**config.mk**
```make
export PLATFORM = sky130hd
export DESIGN_NAME = timer_top
export DESIGN_NICKNAME = d
export VERILOG_FILES = /design/src/timer_pkg.sv /design/src/phase_gen.sv /design/src/time_pulse_gen.sv /design/src/ring_counter.sv /design/src/restart_control.sv /design/src/timer_top.sv
export VERILOG_INCLUDE_DIRS = /design/src /design/src/include
export SDC_FILE = /design/constraint.sdc
export NUM_CORES = 1
export LEC_CHECK = 0
export BUFFER_PORTS_ARGS = -buffer_cell sky130_fd_sc_hd__buf_2
export CAP_MARGIN = 40
export CORE_ASPECT_RATIO = 0.7
export CORE_UTILIZATION = 40
export DETAILED_ROUTE_END_ITERATION = 12
export PLACE_DENSITY = 0.66
export SLEW_MARGIN = 0
export SYNTH_ARGS = -nofsm -noshare
export SYNTH_HDL_FRONTEND = slang
export SYNTH_SLANG_ARGS = --single-unit
```
**constraint.sdc**
```tcl
create_clock -name clock -period 2 [get_ports clock]
set_clock_uncertainty 0.2 [all_clocks]
set_input_delay 0.4 -clock clock [delete_from_list [all_inputs] [get_ports clock]]
set_output_delay 0.4 -clock clock [all_outputs]
set_load 0.02 [all_outputs]
```
**src/include/timer_settings.svh**
```systemverilog
`ifndef TIMER_SETTINGS_SVH
`define TIMER_SETTINGS_SVH

// time pulses in one memory cycle, T01 through T12
`define TIME_PULSES 12

// clock cycles spent in each time pulse
// read, write, clear and set phases
`define PHASES_PER_PULSE 4

// stages in the Johnson ring, P01 through P05
// gives a ten state cycle
`define RING_STAGES 5

`endif

```
**src/timer_pkg.sv**
```systemverilog
`default_nettype none

`include "timer_settings.svh"

package timer_pkg;

    // one-hot time pulse, bit 0 is T01 and the top bit is T12
    typedef logic [`TIME_PULSES-1:0] time_pulse_t;

    // ring stages, bit 0 is P01
    typedef logic [`RING_STAGES-1:0] ring_state_t;

    // one state per clock inside a time pulse
    typedef enum logic [$clog2(`PHASES_PER_PULSE)-1:0] {
        PH_READ,
        PH_WRITE,
        PH_CLEAR,
        PH_SET
    } phase_t;

    // read, write and clear timing strobes
    typedef struct packed {
        logic rt;
        logic wt;
        logic ct;
    } phase_strobes_t;

    // strobes decoded from the ring
    typedef struct packed {
        logic sb0;
        logic sb1;
        logic sb2;
        logic sb4;
        logic edset;
    } ring_strobes_t;

    // restart sources, goj1 only holds the go state
    typedef struct packed {
        logic standby;
        logic alarm;
        logic manual_start;
        logic start1;
        logic start2;
        logic goj1;
    } restart_req_t;

endpackage

`default_nettype wire

```
**src/phase_gen.sv**
```systemverilog
`default_nettype none

module phase_gen
    import timer_pkg::*;
(
    input  logic           clock,
    input  logic           reset,
    input  logic           stop,
    output phase_strobes_t phase_strobes,
    output logic           odd_set,
    output logic           even_set,
    output logic           ring_step,
    output logic           ovf,
    output logic           unf,
    input  logic           wl15,
    input  logic           wl16
);

    phase_t phase;
    phase_t phase_next;
    // high when the next set pulse is an odd set
    logic   odd_turn;
    logic   set_coming;

    // read, write, clear, set and around again
    always_comb begin
        case (phase)
            PH_READ:  phase_next = PH_WRITE;
            PH_WRITE: phase_next = PH_CLEAR;
            PH_CLEAR: phase_next = PH_SET;
            default:  phase_next = PH_READ;
        endcase
    end

    assign set_coming = (phase_next == PH_SET);

    // strobes are decoded from the next phase so they line up with it
    always_ff @(posedge clock) begin
        if (reset) begin
            // parked in set, so read is the first phase after release
            phase         <= PH_SET;
            phase_strobes <= '0;
            ring_step     <= 1'b0;
            odd_set       <= 1'b0;
            even_set      <= 1'b0;
            odd_turn      <= 1'b1;
        end else begin
            phase            <= phase_next;
            phase_strobes.rt <= (phase_next == PH_READ);
            phase_strobes.wt <= (phase_next == PH_WRITE);
            phase_strobes.ct <= (phase_next == PH_CLEAR);
            ring_step        <= set_coming;
            // stop blocks odd set only, time pulses then hang at T12
            odd_set          <= set_coming && odd_turn && !stop;
            even_set         <= set_coming && !odd_turn;
            // parity keeps alternating even while stopped
            if (set_coming) begin
                odd_turn <= ~odd_turn;
            end
        end
    end

    // overflow strobe is ct itself
    // sign bits 01 means overflow, 10 means underflow
    assign ovf = phase_strobes.ct & wl15 & ~wl16;
    assign unf = phase_strobes.ct & ~wl15 & wl16;

endmodule

`default_nettype wire

```
**src/time_pulse_gen.sv**
```systemverilog
`default_nettype none

`include "timer_settings.svh"

module time_pulse_gen
    import timer_pkg::*;
(
    input  logic        clock,
    input  logic        reset,
    input  logic        odd_set,
    input  logic        even_set,
    input  logic        gojam,
    output time_pulse_t time_pulse
);

    // T01, T03 .. T11 sit on the even bit positions
    localparam time_pulse_t ODD_PULSES  = {(`TIME_PULSES/2){2'b01}};
    // T02, T04 .. T12 sit on the odd bit positions
    localparam time_pulse_t EVEN_PULSES = {(`TIME_PULSES/2){2'b10}};
    // T12 alone
    localparam time_pulse_t PULSE_T12   = {1'b1, {(`TIME_PULSES-1){1'b0}}};

    logic        on_odd_pulse;
    logic        on_even_pulse;
    logic        advance;
    time_pulse_t pulse_next;

    assign on_odd_pulse  = |(time_pulse & ODD_PULSES);
    assign on_even_pulse = |(time_pulse & EVEN_PULSES);

    // odd set leaves an even pulse, even set leaves an odd pulse
    // a missing odd set therefore freezes the sequence on T12
    assign advance = (odd_set & on_even_pulse) | (even_set & on_odd_pulse);

    // rotate up by one, T12 wraps to T01
    assign pulse_next = {time_pulse[`TIME_PULSES-2:0], time_pulse[`TIME_PULSES-1]};

    always_ff @(posedge clock) begin
        if (reset || gojam) begin
            // restart parks the sequence on T12 until gojam drops
            time_pulse <= PULSE_T12;
        end else if (advance) begin
            time_pulse <= pulse_next;
        end
    end

endmodule

`default_nettype wire

```
**src/ring_counter.sv**
```systemverilog
`default_nettype none

module ring_counter
    import timer_pkg::*;
(
    input  logic          clock,
    input  logic          reset,
    input  logic          ring_step,
    output ring_state_t   ring,
    output ring_strobes_t ring_strobes
);

    // stage positions inside the ring vector
    localparam int P01 = 0;
    localparam int P02 = 1;
    localparam int P03 = 2;
    localparam int P04 = 3;
    localparam int P05 = 4;

    ring_state_t ring_next;

    always_comb begin
        ring_next = ring;
        if (ring_step) begin
            // Johnson shift, P01 picks up the inverted last stage
            ring_next = {ring[P04:P01], ~ring[P05]};
        end
        // edset only decodes on illegal patterns
        // holding P03 set walks those back into the legal cycle
        if (ring_strobes.edset) begin
            ring_next[P03] = 1'b1;
        end
    end

    always_ff @(posedge clock) begin
        if (reset) begin
            ring <= '0;
        end else begin
            ring <= ring_next;
        end
    end

    // strobe decode of the registered ring
    assign ring_strobes.sb0   = ring[P02] & ~ring[P05];
    assign ring_strobes.sb1   = ring[P03] & ring[P05];
    assign ring_strobes.sb2   = ring[P05] & ~ring[P02];
    assign ring_strobes.sb4   = ring[P02] & ~ring[P04];
    assign ring_strobes.edset = ring[P03] & ~ring[P02] & ~ring[P04];

endmodule

`default_nettype wire

```
**src/restart_control.sv**
```systemverilog
`default_nettype none

`include "timer_settings.svh"

module restart_control
    import timer_pkg::*;
(
    input  logic         clock,
    input  logic         reset,
    input  logic         even_set,
    input  logic         manual_stop,
    input  restart_req_t restart_req,
    input  time_pulse_t  time_pulse,
    output logic         gojam,
    output logic         stop
);

    logic any_req;
    // held half of the go-set latch
    logic go_hold;
    logic go_set;
    logic restart_stop;
    logic manual_stop_latch;
    logic t12;

    // every restart source except goj1
    assign any_req = restart_req.standby | restart_req.alarm | restart_req.manual_start
                   | restart_req.start1 | restart_req.start2;

    // go-set follows a request at once and stays up while goj1 is low
    assign go_set = any_req | go_hold;

    assign t12 = time_pulse[`TIME_PULSES-1];

    always_ff @(posedge clock) begin
        if (reset) begin
            go_hold <= 1'b0;
        end else if (any_req) begin
            go_hold <= 1'b1;
        end else if (restart_req.goj1) begin
            go_hold <= 1'b0;
        end
    end

    // restart-stop and manual-stop both change only on even set
    always_ff @(posedge clock) begin
        if (reset) begin
            restart_stop      <= 1'b0;
            manual_stop_latch <= 1'b0;
        end else if (even_set) begin
            // restart stop sets on any even set, releases only at T12
            if (go_set) begin
                restart_stop <= 1'b1;
            end else if (t12) begin
                restart_stop <= 1'b0;
            end
            // manual stop enters at T12, leaves at any even set
            if (manual_stop && t12) begin
                manual_stop_latch <= 1'b1;
            end else if (!manual_stop) begin
                manual_stop_latch <= 1'b0;
            end
        end
    end

    // start2 jams straight through without waiting for even set
    assign gojam = restart_stop | restart_req.start2;
    assign stop  = restart_stop | manual_stop_latch;

endmodule

`default_nettype wire

```
**src/timer_top.sv**
```systemverilog
`default_nettype none

module timer_top
    import timer_pkg::*;
(
    input  logic           clock,
    input  logic           reset,
    input  restart_req_t   restart_req,
    input  logic           manual_stop,
    input  logic           wl15,
    input  logic           wl16,
    output phase_strobes_t phase_strobes,
    output time_pulse_t    time_pulse,
    output ring_state_t    ring,
    output ring_strobes_t  ring_strobes,
    output logic           gojam,
    output logic           stop,
    output logic           ovf,
    output logic           unf
);

    // set pulses from the phase counter
    logic odd_set;
    logic even_set;
    // once per time pulse, in the set phase
    logic ring_step;

    // phase counter, strobes and overflow decode
    phase_gen u_phase_gen (
        .clock         (clock),
        .reset         (reset),
        .stop          (stop),
        .phase_strobes (phase_strobes),
        .odd_set       (odd_set),
        .even_set      (even_set),
        .ring_step     (ring_step),
        .ovf           (ovf),
        .unf           (unf),
        .wl15          (wl15),
        .wl16          (wl16)
    );

    // T01 to T12
    time_pulse_gen u_time_pulse_gen (
        .clock      (clock),
        .reset      (reset),
        .odd_set    (odd_set),
        .even_set   (even_set),
        .gojam      (gojam),
        .time_pulse (time_pulse)
    );

    // keeps stepping through a stop, only the time pulses freeze
    ring_counter u_ring_counter (
        .clock        (clock),
        .reset        (reset),
        .ring_step    (ring_step),
        .ring         (ring),
        .ring_strobes (ring_strobes)
    );

    // gojam and stop, T12 comes back from the pulse generator
    restart_control u_restart_control (
        .clock       (clock),
        .reset       (reset),
        .even_set    (even_set),
        .manual_stop (manual_stop),
        .restart_req (restart_req),
        .time_pulse  (time_pulse),
        .gojam       (gojam),
        .stop        (stop)
    );

endmodule

`default_nettype wire

```
# After elaboration in Yosys (flattened, before gate mapping)
# Cells that the tools add are included.
[op_classes]
eq_ne = 6
n_reduce_logical = 16
muxes = 9
n_bitwise = 26
[ops]
columns = ["cell", "n"]
rows = [
  ["1-bit bitwise AND", 12],
  ["6-bit OR reduction", 2],
  ["1-bit bitwise OR", 8],
  ["1-bit 2-to-1 mux", 7],
  ["2-bit == test, second input constant", 3],
  ["1-bit NOT", 6],
  ["2-bit case mux with 3 select lines", 1],
  ["2-bit nonzero test", 3],
  ["2-bit by 1-bit == test with 1-bit output, second input constant", 2],
  ["1-bit logical AND", 4],
  ["2-bit logical NOT", 2],
  ["2-bit AND reduction", 2],
  ["3-bit 2-to-1 mux", 1],
  ["1-bit logical NOT", 2],
  ["2-bit by 1-bit inequality test with 1-bit output, second input constant", 1],
  ["1-bit logical OR", 1],
]
[word_totals]
output_inout_bits = 29
regBits = 29
wordCells = 71

# Depth between registers and ports, before layout
# Gate-level depths: netlist (run 1).
[depth]
ltp_word = 7
depth_mapped = 5
depth_no_buf = 4

# Hierarchy
# From an unflattened synthesis (run 1), not the netlist that was laid out.
[hier_totals]
cells_unflattened = 117
hier_area_um2 = 1217.4
[modules_own_cells]
columns = ["mod", "seq_area_each_um2", "cells_per_inst", "n_inst", "area_per_inst_um2"]
rows = [
  ["time_pulse_gen", 240.2, 49, 1, 491.7],
  ["phase_gen", 180.2, 30, 1, 342.8],
  ["ring_counter", 100.1, 22, 1, 219.0],
  ["restart_control", 60.1, 16, 1, 163.9],
]

# Worst setup path before layout (run 1)
# No wires, ideal clock.
[synth_timing]
path_type = "flip-flop to flip-flop"
start = "register u_time_pulse_gen.time_pulse[4]"
end = "register u_time_pulse_gen.time_pulse[2]"
setup_time_ps = 116
period_less_slack_ps = 1912
t_required_ps = 1684
n_path_buf = 0
path_stages_with_launch = 5
arrival_time_ps = 1596
slack_ps = 88
path_cell_list = "dfxtp_1 -> or4_4 -> o31ai_4 -> nand2_4 -> a31o_1"
[synth_via]
elab_chain_cells = 3
[synth_lines]
columns = ["item", "line", "text"]
rows = [
  ["start: declaration", "time_pulse_gen.sv:13", "output time_pulse_t time_pulse"],
  ["start signal: assignment", "time_pulse_gen.sv:43", "time_pulse <= pulse_next;"],
  ["6-bit OR reduction", "time_pulse_gen.sv:28", "assign on_odd_pulse = |(time_pulse & ODD_PULSES);"],
  ["1-bit bitwise AND", "time_pulse_gen.sv:33", "assign advance = (odd_set & on_even_pulse) | (even_set & on_odd_pulse);"],
  ["1-bit bitwise OR", "time_pulse_gen.sv:33", ""],
]
# Every way passes these cells.
# A chain may end at the register's enable or synchronous reset.

# Worst setup path in the final report (run 1)
# Same ends and word-level chain as after synthesis.

==> key figures, run 1 <==
Status
  – Run status: complete, no violations

Floorplan
  – Starting Density: 42.2%
  – # IOs: 40
  – Die Y: 47.7 µm
  – Die ar.: 0.00321 mm²
  – Core Region: 0.00282 mm²
  – Row Count: 16
  – Die W: 67.3 µm

Clock network
  – Post CTS Setup Buffer Count: 0
  – Hold-fix buffers at CTS: 0
  – CTS clk-pin slew, worst paths: 0.06 ns
  – Clk sink count: 29
  – CTS max path bufs: 2
  – Clock buffer count from CTS: 5
  – Post-cts sizing count: 0
  – Root Driver: clkbuf_8
  – CTS H-tree lvls: 2
  – CTS tree: yes
  – Clock Latency Late Sink: 0.28 ns

Critical path
  – Critical path launch point: u_time_pulse_gen.time_pulse[4]$_SDFFE_PP0P_
  – CP max stage delay: 0.55 ns
  – CP bufs+invs: 0
  – Setup CP Type: reg2reg
  – Crit start category: flop
  – CP cell instances: or4_4, o31ai_4, nand2_4, a31o_1
  – CP Capture Type: flop
  – Reg-to-Reg Start: u_time_pulse_gen.time_pulse[4]$_SDFFE_PP0P_
  – Max stage delay cell, worst path: or4_4
  – Worst Path Max Fanout: 10
  – CP top delay family: simple AND/OR/NAND/NOR gates
  – Worst endpoint data arrival time: 1.89 ns
  – Critical Path RT: 1.98 ns

Yosys
  – Cell Area, Synth: 0.00119 mm²
  – Avg Cell Area, Syn: 9.94 µm²
  – Synth area leader: dfxtp_1
  – Yosys warning count: 0
  – Synth Net Count: 136
  – Synth cell types: 30
  – Largest cells by area after synthesis: dfxtp_1 49%, mux2i_1 10%, ha_1 5.2%
  – Share of the synthesized area in the top cell type: 48.7%
  – Number of synthesized register bits: 29
  – Post-Syn Instances: 120
  – Sequential fraction of the synthesis area: 48.7%

STA
  – Crit share post-route: 95.9%
  – Normalized max-slew margin: 78.9%
  – Final count of hold timing violations: 0
  – Max Fclk: 521 MHz
  – Actual slew at the worst max-slew pin: 0.316 ns
  – Max-slew violation count: 0
  – Final setup vio count: 0
  – TNS Setup: 0 ns
  – RSZ-0062 raised after global routing: false
  – Crit path time final: 1.92 ns

Detailed routing
  – DR vias: 985
  – Post-DR vias/cell: 4.85
  – DRC violations left: 0
  – WL final: 2520 µm
  – WL per Instance: 12.4 µm
  – TritonRoute pass-1 iters: 4
  – DRT iter0 DRCs: 81
  – Antenna-violating nets left: 0

Global routing
  – First-pass GRT wire length: 3520 µm
  – GRT Util Overall: 16.2%
  – Congestion Overflow GR: 0
  – Antenna violations before repair: 0
  – Largest net degree at the start of global routing: 16
  – Vias in the first global route: 785

Cells and area
  – Most frequent cells in the layout: 39 x buf_2, 29 x dfxtp_1, 16 x nand2_1
  – Ant diodes: 0
  – Synth-to-layout area growth: 29.6%
  – Multi-input gate area: 586 µm²
  – Sequential Area: 581 µm²
  – Layout cells sized above 1: 34.1%
  – Nets: 182
  – Finished Core Util: 54.7%
  – Fill cells: 250
  – Commonest non-fill, non-tap cell in the layout: buf_2

Place
  – Input/output buffers: 39
  – Hpwl dp: 1900 µm
  – RD Place Congestion: 0.796

Flow run
  – Max Cap Violations: 0

Worst hold path
  – Hold WC Path Type: in2reg
  – Hold_sp: restart_req[4]

Power and ir drop
  – Max IR drop VDD: 418 µV
  – PwrDens: 874 mW/mm²
  – Standby leakage power: 0.717 nW
-- metal layers --
layer	routed length (µm)	track usage, %	up-vias
met5	0	0	-
met3	117	9.05	5
met2	1190	24.4	19
met4	40	6.38	0
met1	1180	19.6	464
li1	-	-	497
-- tightest hold or removal path: cells and delay by family --
kind / cells / cell delay [ns]
buffers and inverters: 1 / 0.09
and+or+nand+nor: 2 / 0.11
-- power by group --
group	internal (mW)	leakage, nW	switching [mW]	total (mW)
Combinational	0.0817	0.426	0.0951	0.177
Sequential	0.613	0.236	0.0329	0.645
Clock	0.310	0.0542	0.218	0.529
-- cell type report --
class                   instances  area share (%)
well taps                      36            2.91
repair buffers                 42            14.1
clock inverters                 1           0.324
multi-input cells              84            37.9
inverters                       4           0.972
clock buffers                   7            6.23
flip-flops and latches         29            37.6
-- logic make-up (layout without fill, tap and decap cells) --
| kind of cell | Yosys count | after routing | share of synthesized area [%] |
|---|---|---|---|
| and+or+nand+nor | 53 | 53 | 23.5 |
| DFF | 29 | 29 | 48.7 |
| AOI/OAI and AO/OA | 13 | 13 | 9.55 |
| muxes | 12 | 12 | 10.1 |
| buffers and inverters | 7 | 54 | 2.20 |
| adders and majority gates | 5 | 5 | 5.25 |
| xor gates and xnor gates | 1 | 1 | 0.735 |
-- sequential cells by signal, summed over array words and instances (netlist names) --
| signal | flops |
|---|---|
| u_phase_gen.even_set | 1 |
| u_phase_gen.ring_step | 1 |
| u_ring_counter.ring | 5 |
| u_time_pulse_gen.time_pulse | 12 |
| u_restart_control.restart_stop | 1 |
| u_restart_control.go_hold | 1 |
| u_phase_gen.odd_turn | 1 |
| u_phase_gen.phase_strobes | 3 |
| u_restart_control.manual_stop_latch | 1 |
| u_phase_gen.odd_set | 1 |
| u_phase_gen.phase | 2 |
-- cells in the mapped netlist, drive strengths merged --
cell type / n
a211oi: 1
a21boi: 1
a21oi: 4
a22oi: 1
a31o: 1
and2: 1
and3: 1
and4b: 1
clkbuf: 3
dfxtp: 29
ha: 5
inv: 4
mux2i: 12
nand2: 17
nand2b: 2
nand3: 1
nand3b: 1
nor2: 12
nor2b: 9
nor3: 2
nor3b: 1
o21ai: 1
o21bai: 1
o31ai: 3
or2: 2
or4: 3
xnor2: 1
-- path summary, 6_finish.rpt --
path / depth (start not counted) / endpoint / slack, ns
worst max-delay path: 4 / u_time_pulse_gen.time_pulse[2]$_SDFFE_PP0P_ / 0.08
worst min-delay path: 3 / u_restart_control.go_hold$_SDFFE_PP0P_ / 0.15
worst max register to register: 4 / u_time_pulse_gen.time_pulse[2]$_SDFFE_PP0P_ / 0.08
worst min register to register: 1 / u_phase_gen.even_set$_SDFF_PP0_ / 0.26
-- stage by stage --
step | setup slack (ns) | hold WS (ns) | power, mW | std cells | cell area [µm²]
floorplan | 0.0883 | 0.226 | 0.779 | 120 | 1190
global placement | 0.130 | 0.238 | 0.828 | 195 | 1440
detailed placement | 0.0805 | 0.247 | 0.838 | 195 | 1440
CTS | 0.0721 | 0.148 | 1.37 | 203 | 1550
global route | 0.0161 | 0.157 | 1.42 | 203 | 1550
finish | 0.0817 | 0.155 | 1.35 | 203 | 1550
(Power assumes the default switching activity.)
==> run 2, diff against run 1 <==
==> constraint.sdc (replaced) <==
create_clock -name clock -period 2 [get_ports clock]
set_clock_uncertainty 0.2 [all_clocks]
set_input_delay 0 -clock clock [delete_from_list [all_inputs] [get_ports clock]]
set_output_delay 0 -clock clock [all_outputs]
set_load 0.02 [all_outputs]
==> run 2 against run 1 <==
Compared with the run above: sequential share of layout area fell by 1.1 points; clock power fell by 10%; setup slack got worse by 0.0054 ns; final cell count rose by 2.5%; worst hold slack got worse by 0.088 ns; critical path type unchanged; largest power group unchanged; highest routed layer unchanged.
==> key figures, run 2 (synthesis results as in run 1) <==
Worst hold path
  – Hold WC Path Type: in2out
  – Hold_sp: wl15

STA
  – Final setup vio count: 0 (unchanged)
  – Crit path time final: 1.92 ns (+0.00544 ns)
  – Max Fclk: 520 MHz (-0.28%)
  – Normalized max-slew margin: 69.8% (-9.1 points)
  – TNS Setup: 0 ns (unchanged)
  – Final count of hold timing violations: 0 (unchanged)
  – RSZ-0062 raised after global routing: false
  – Actual slew at the worst max-slew pin: 0.451 ns (+0.134 ns)
  – Max-slew violation count: 0 (unchanged)
  – Crit share post-route: 96.2% (+0.27 points)

Critical path
  – CP Capture Type: flop
  – Crit start category: flop
  – Worst Path Max Fanout: 10 (unchanged)
  – Reg-to-Reg Start: u_time_pulse_gen.time_pulse[5]$_SDFFE_PP0P_
  – Critical Path RT: 1.97 ns (about the same)
  – Worst endpoint data arrival time: 1.89 ns (about the same)
  – Critical path launch point: u_time_pulse_gen.time_pulse[5]$_SDFFE_PP0P_
  – Setup CP Type: reg2reg

Floorplan
  – Core Region: 0.00282 mm² (unchanged)
  – Die Y: 47.7 µm (unchanged)
  – # IOs: 40 (unchanged)
  – Die W: 67.3 µm (unchanged)
  – Die ar.: 0.00321 mm² (unchanged)
  – Row Count: 16 (unchanged)
  – Starting Density: 42.2% (unchanged)

Power and ir drop
  – Standby leakage power: 0.734 nW (+2.4%)
  – PwrDens: 820 mW/mm² (-6.2%)
  – Max IR drop VDD: 307 µV (-27%)

Clock network
  – Root Driver: clkbuf_8
  – CTS max path bufs: 2 (unchanged)
  – Clock Latency Late Sink: 0.28 ns (about the same)
  – Post CTS Setup Buffer Count: 0 (unchanged)
  – Clk sink count: 29 (unchanged)
  – CTS H-tree lvls: 2 (unchanged)
  – Hold-fix buffers at CTS: 7 (+7)
  – Post-cts sizing count: 0 (unchanged)
  – CTS clk-pin slew, worst paths: 0.06 ns (about the same)
  – CTS tree: yes
  – Clock buffer count from CTS: 5 (unchanged)

Detailed routing
  – Antenna-violating nets left: 0 (unchanged)
  – WL per Instance: 12.4 µm (+0.11%)
  – WL final: 2590 µm (+2.6%)
  – DRC violations left: 0 (unchanged)
  – DR vias: 988 (+0.30%)
  – Post-DR vias/cell: 4.75 (-2.1%)
  – DRT iter0 DRCs: 58 (-28%)
  – TritonRoute pass-1 iters: 5 (+1)

Global routing
  – Largest net degree at the start of global routing: 17 (+1)
  – Vias in the first global route: 818 (+4.2%)
  – Routing usage on met2: 27.4% (+3.0 points)
  – First-pass GRT wire length: 3770 µm (+7.2%)
  – GR Util met3: 7.86% (-1.2 points)
  – GRT Util Overall: 17.3% (+1.0 points)
  – Top Usage Layer GRT: met2
  – Congestion Overflow GR: 0 (unchanged)
  – Antenna violations before repair: 0 (unchanged)
  – Met1 Track Usage GR: 20.5% (+0.92 points)

Cells and area
  – Nets: 188 (+3.3%)
  – Fill cells: 244 (-2.4%)
  – Largest regs: u_time_pulse_gen.time_pulse (12), u_ring_counter.ring (5), u_phase_gen.phase_strobes (3)
  – Multi-input gate area: 586 µm² (unchanged)
  – Largest Register: u_time_pulse_gen.time_pulse
  – Most frequent cells in the layout: 39 x buf_2, 29 x dfxtp_1, 16 x nand2_1
  – Ant diodes: 0 (unchanged)
  – Finished Layout Cells: 208 (+2.5%)
  – Commonest non-fill, non-tap cell in the layout: buf_2
  – Sequential Area: 581 µm² (unchanged)
  – Layout cells sized above 1: 31.4% (-2.7 points)
  – Max FFs per register: 12 (unchanged)
  – Synth-to-layout area growth: 33.6%

Place
  – Post-placement cell count: 194 (-0.51%)
  – Input/output buffers: 39 (unchanged)
  – Hpwl dp: 1830 µm (-3.9%)
  – RD Place Congestion: 0.773 (-2.9%)

Status
  – Run status: complete, no violations

Flow run
  – Max Cap Violations: 0 (unchanged)
-- run 2: metrics by stage --
| step | total power, mW | area [µm²] | worst slack (ns) | hold slack (ns) | util (%) |
|---|---|---|---|---|---|
| final | 1.31 | 1590 | 0.0762 | 0.0661 | 56.4 |
| after global routing | 1.37 | 1590 | 0.0127 | 0.0860 | 56.4 |
| after CTS | 1.32 | 1590 | 0.0716 | 0.0670 | 56.4 |
| after detailed placement | 0.836 | 1440 | 0.0936 | 0.0484 | 50.9 |
| after global placement | 0.826 | 1440 | 0.133 | 0.0367 | 50.9 |
| after floorplan | 0.779 | 1190 | 0.0883 | -0.128 | - |
-- run 2: critical path: stages, from the launching register on --
cell	delay [ns]
dfxtp_1	0.32
or4_4	0.54
o31ai_4	0.31
nand2_4	0.19
a31o_1	0.26
-- run 2: layout make-up --
type | instances | share of cell area (%)
inverters | 4 | 0.943
multi-input cells | 84 | 36.8
well taps | 36 | 2.83
clock buffers | 7 | 5.42
repair buffers | 48 | 17.6
flip-flops and latches | 29 | 36.4
-- run 2: worst paths after layout --
kind              cells after the start  slack, ns                                          end
hold / removal                        3       0.07                                          unf
setup / recovery                      4       0.08  u_time_pulse_gen.time_pulse[2]$_SDFFE_PP0P_
setup reg to reg                      4       0.08  u_time_pulse_gen.time_pulse[2]$_SDFFE_PP0P_
hold reg to reg                       1       0.25              u_phase_gen.even_set$_SDFF_PP0_
-- run 2: power by group --
part	switching, mW	internal [mW]
sequential	0.0329	0.613
combinational	0.0978	0.0882
clock	0.202	0.272
-- run 2: routing by layer --
metal / vias up / routed length, µm / share of wire [%]
li1: 505 / - / -
met1: 452 / 1160 / 45
met2: 29 / 1270 / 49
met3: 2 / 155 / 6.0
met4: 0 / 10 / 0.39
met5: - / 0 / 0
==> run 3, diff against run 2 <==
Settings changed: CELL_PAD_IN_SITES_DETAIL_PLACEMENT set to 0, CELL_PAD_IN_SITES_GLOBAL_PLACEMENT set to 1, CORE_UTILIZATION 40 to 36, PLACE_DENSITY 0.66 to not set, PLACE_DENSITY_LB_ADDON set to 0.1.
==> run 3 against run 2 <==
Compared with the run above: the run now ends with design-rule violations left; global-route usage decreased by 0.88 points; power decreased by 1.7%; utilization decreased by 5.7 points; clock power decreased by 5.1%; non-clock buffer count increased by 1; combinational power about the same; critical path depth unchanged; final area increased by 0.24%; flip-flop and latch count unchanged; largest power group unchanged.
==> key figures, run 3 (synthesis results as in run 1) <==
Global routing
  – GRT Util Overall: 16.4% (-0.88 points)
  – Vias in the first global route: 930 (+14%)
  – Antenna violations before repair: 0 (unchanged)
  – First-pass GRT wire length: 4320 µm (+14%)
  – Congestion Overflow GR: 0 (unchanged)
  – Largest net degree at the start of global routing: 16 (-1)

Critical path
  – Worst Path Max Fanout: 10 (unchanged)
  – Max stage delay cell, worst path: or4_4
  – Critical Path RT: 1.97 ns (about the same)
  – Crit start category: flop
  – CP bufs+invs: 0 (unchanged)
  – Setup CP Type: reg2reg
  – Worst endpoint data arrival time: 1.90 ns (about the same)
  – CP top delay family: simple AND/OR/NAND/NOR gates
  – CP Capture Type: flop
  – CP cell instances: or4_4, o31ai_4, nand2_4, a31o_1
  – CP max stage delay: 0.54 ns (about the same)

Clock network
  – Clk sink count: 29 (unchanged)
  – Root Driver: clkbuf_8
  – CTS clk-pin slew, worst paths: 0.06 ns (about the same)
  – CTS H-tree lvls: 2 (unchanged)
  – Clock buffer count from CTS: 5 (unchanged)
  – CTS max path bufs: 2 (unchanged)
  – Post-cts sizing count: 0 (unchanged)
  – Clock Latency Late Sink: 0.27 ns (about the same)
  – CTS tree: yes

Worst hold path
  – Hold WC Path Type: in2reg

Floorplan
  – Die Y: 50.2 µm (+5.2%)
  – Die W: 70.8 µm (+5.2%)
  – # IOs: 40 (unchanged)
  – Die ar.: 0.00355 mm² (+11%)
  – Core Region: 0.00315 mm² (+12%)
  – Row Count: 17 (+1)
  – Starting Density: 37.9% (-4.4 points)

Cells and area
  – Final Cell Area: 0.00160 mm² (+0.24%)
  – Layout cells sized above 1: 32.8% (+1.4 points)
  – Multi-input gate area: 586 µm² (unchanged)
  – Finished Layout Cells: 212 (+1.9%)
  – Largest Register: u_time_pulse_gen.time_pulse
  – Largest regs: u_time_pulse_gen.time_pulse (12), u_ring_counter.ring (5), u_phase_gen.phase_strobes (3)
  – Fill cells: 299 (+23%)
  – Synth-to-layout area growth: 33.9%
  – Ant diodes: 0 (unchanged)
  – Nets: 189 (+0.53%)
  – Most frequent cells in the layout: 39 x buf_2, 29 x dfxtp_1, 16 x nand2_1
  – Finished Core Util: 50.7% (-5.7 points)
  – Sequential Area: 581 µm² (unchanged)
  – Commonest non-fill, non-tap cell in the layout: buf_2
  – Max FFs per register: 12 (unchanged)

STA
  – Normalized max-slew margin: 78.0% (+8.1 points)
  – Max-slew violation count: 0 (unchanged)
  – Final count of hold timing violations: 0 (unchanged)
  – Max Fclk: 518 MHz (-0.29%)
  – TNS Setup: 0 ns (unchanged)
  – Hold Worst Slack: 0.0499 ns (-0.0162 ns)
  – RSZ-0062 raised after global routing: false
  – Crit path time final: 1.93 ns (+0.00556 ns)
  – Actual slew at the worst max-slew pin: 0.331 ns (-0.120 ns)
  – Post-route setup slack: 0.0707 ns (-0.00556 ns)
  – Final setup vio count: 0 (unchanged)
  – Crit share post-route: 96.5% (+0.28 points)

Power and ir drop
  – Standby leakage power: 0.746 nW (+1.6%)
  – Total Power: 1.28 mW (-1.7%)
  – Max IR drop VDD: 344 µV (+12%)
  – PwrDens: 804 mW/mm² (-1.9%)

Place
  – Hpwl dp: 1820 µm (-0.17%)
  – Pre-CTS setup slack: 0.0826 ns (-0.0110 ns)
  – Input/output buffers: 39 (unchanged)
  – Post-placement cell count: 198 (+2.1%)
  – Post-DP Area: 0.00145 mm² (+1.2%)
  – RD Place Congestion: 0.757 (-2.1%)

Detailed routing
  – Post-DR vias/cell: 4.72 (-0.70%)
  – Antenna-violating nets left: 0 (unchanged)
  – WL final: 2550 µm (-1.6%)
  – DRC violations left: 6 (+6)
  – WL per Instance: 12.0 µm (-3.5%)
  – TritonRoute pass-1 iters: 8 (+3)
  – DRT iter0 DRCs: 73 (+26%)
  – DR vias: 1,000 (+1.2%)

Status
  – Failing checks: design-rule violations
  – Run status: finished with violations

Flow run
  – Max Cap Violations: 0 (unchanged)
[run 3: cell types whose count changed in the layout (fill, tap and decap cells not counted)]
cell,delta
buf_4,+2
clkbuf_8,-1
clkinv_2,+2
dlygate4sd3_1,-1
[run 3: worst paths after layout]
check                                              startpoint                                           end  slack, ns  cells after the start
setup / recovery  u_time_pulse_gen.time_pulse[4]$_SDFFE_PP0P_   u_time_pulse_gen.time_pulse[2]$_SDFFE_PP0P_       0.07                      4
hold / removal                                 restart_req[1]  u_time_pulse_gen.time_pulse[11]$_SDFFE_PP1P_       0.05                      5
setup reg to reg  u_time_pulse_gen.time_pulse[4]$_SDFFE_PP0P_   u_time_pulse_gen.time_pulse[2]$_SDFFE_PP0P_       0.07                      4
hold reg to reg             u_phase_gen.odd_turn$_SDFFE_PP1N_               u_phase_gen.even_set$_SDFF_PP0_       0.26                      1
[run 3: final cells by class]
class	count	share of cell area, %
clock buffers	6	4.55
inverters	4	0.940
multi-input cells	84	36.7
clock inverters	2	0.627
well taps	38	2.98
repair buffers	49	17.9
flip-flops and latches	29	36.4
[run 3: timing repair]
| item | CTS | global route |
|---|---|---|
| hold endpoints to repair | 16 | 0 |
| setup buffers | 0 | 0 |
| hold buffers | 6 | 0 |
[run 3: where the power goes]
group | internal [mW] | switching (mW) | leakage (nW)
clock | 0.240 | 0.210 | 0.0450
combinational | 0.0889 | 0.0975 | 0.465
sequential | 0.613 | 0.0343 | 0.236
total | 0.942 | 0.342 | 0.746
[run 3: worst reg2reg max path: cells and delay by family, from the launching register on]
family,cells,cell delay [ns]
simple gates,2,0.73
compound gates,2,0.57
flops,1,0.32
[run 3: layer usage]
metal	part of all wire, %	global-route usage (%)	routed length [µm]
met1	52	22.5	1320
met2	42	22.6	1060
met3	5.2	5.62	133
met4	1.5	8.33	38
met5	0	0	0
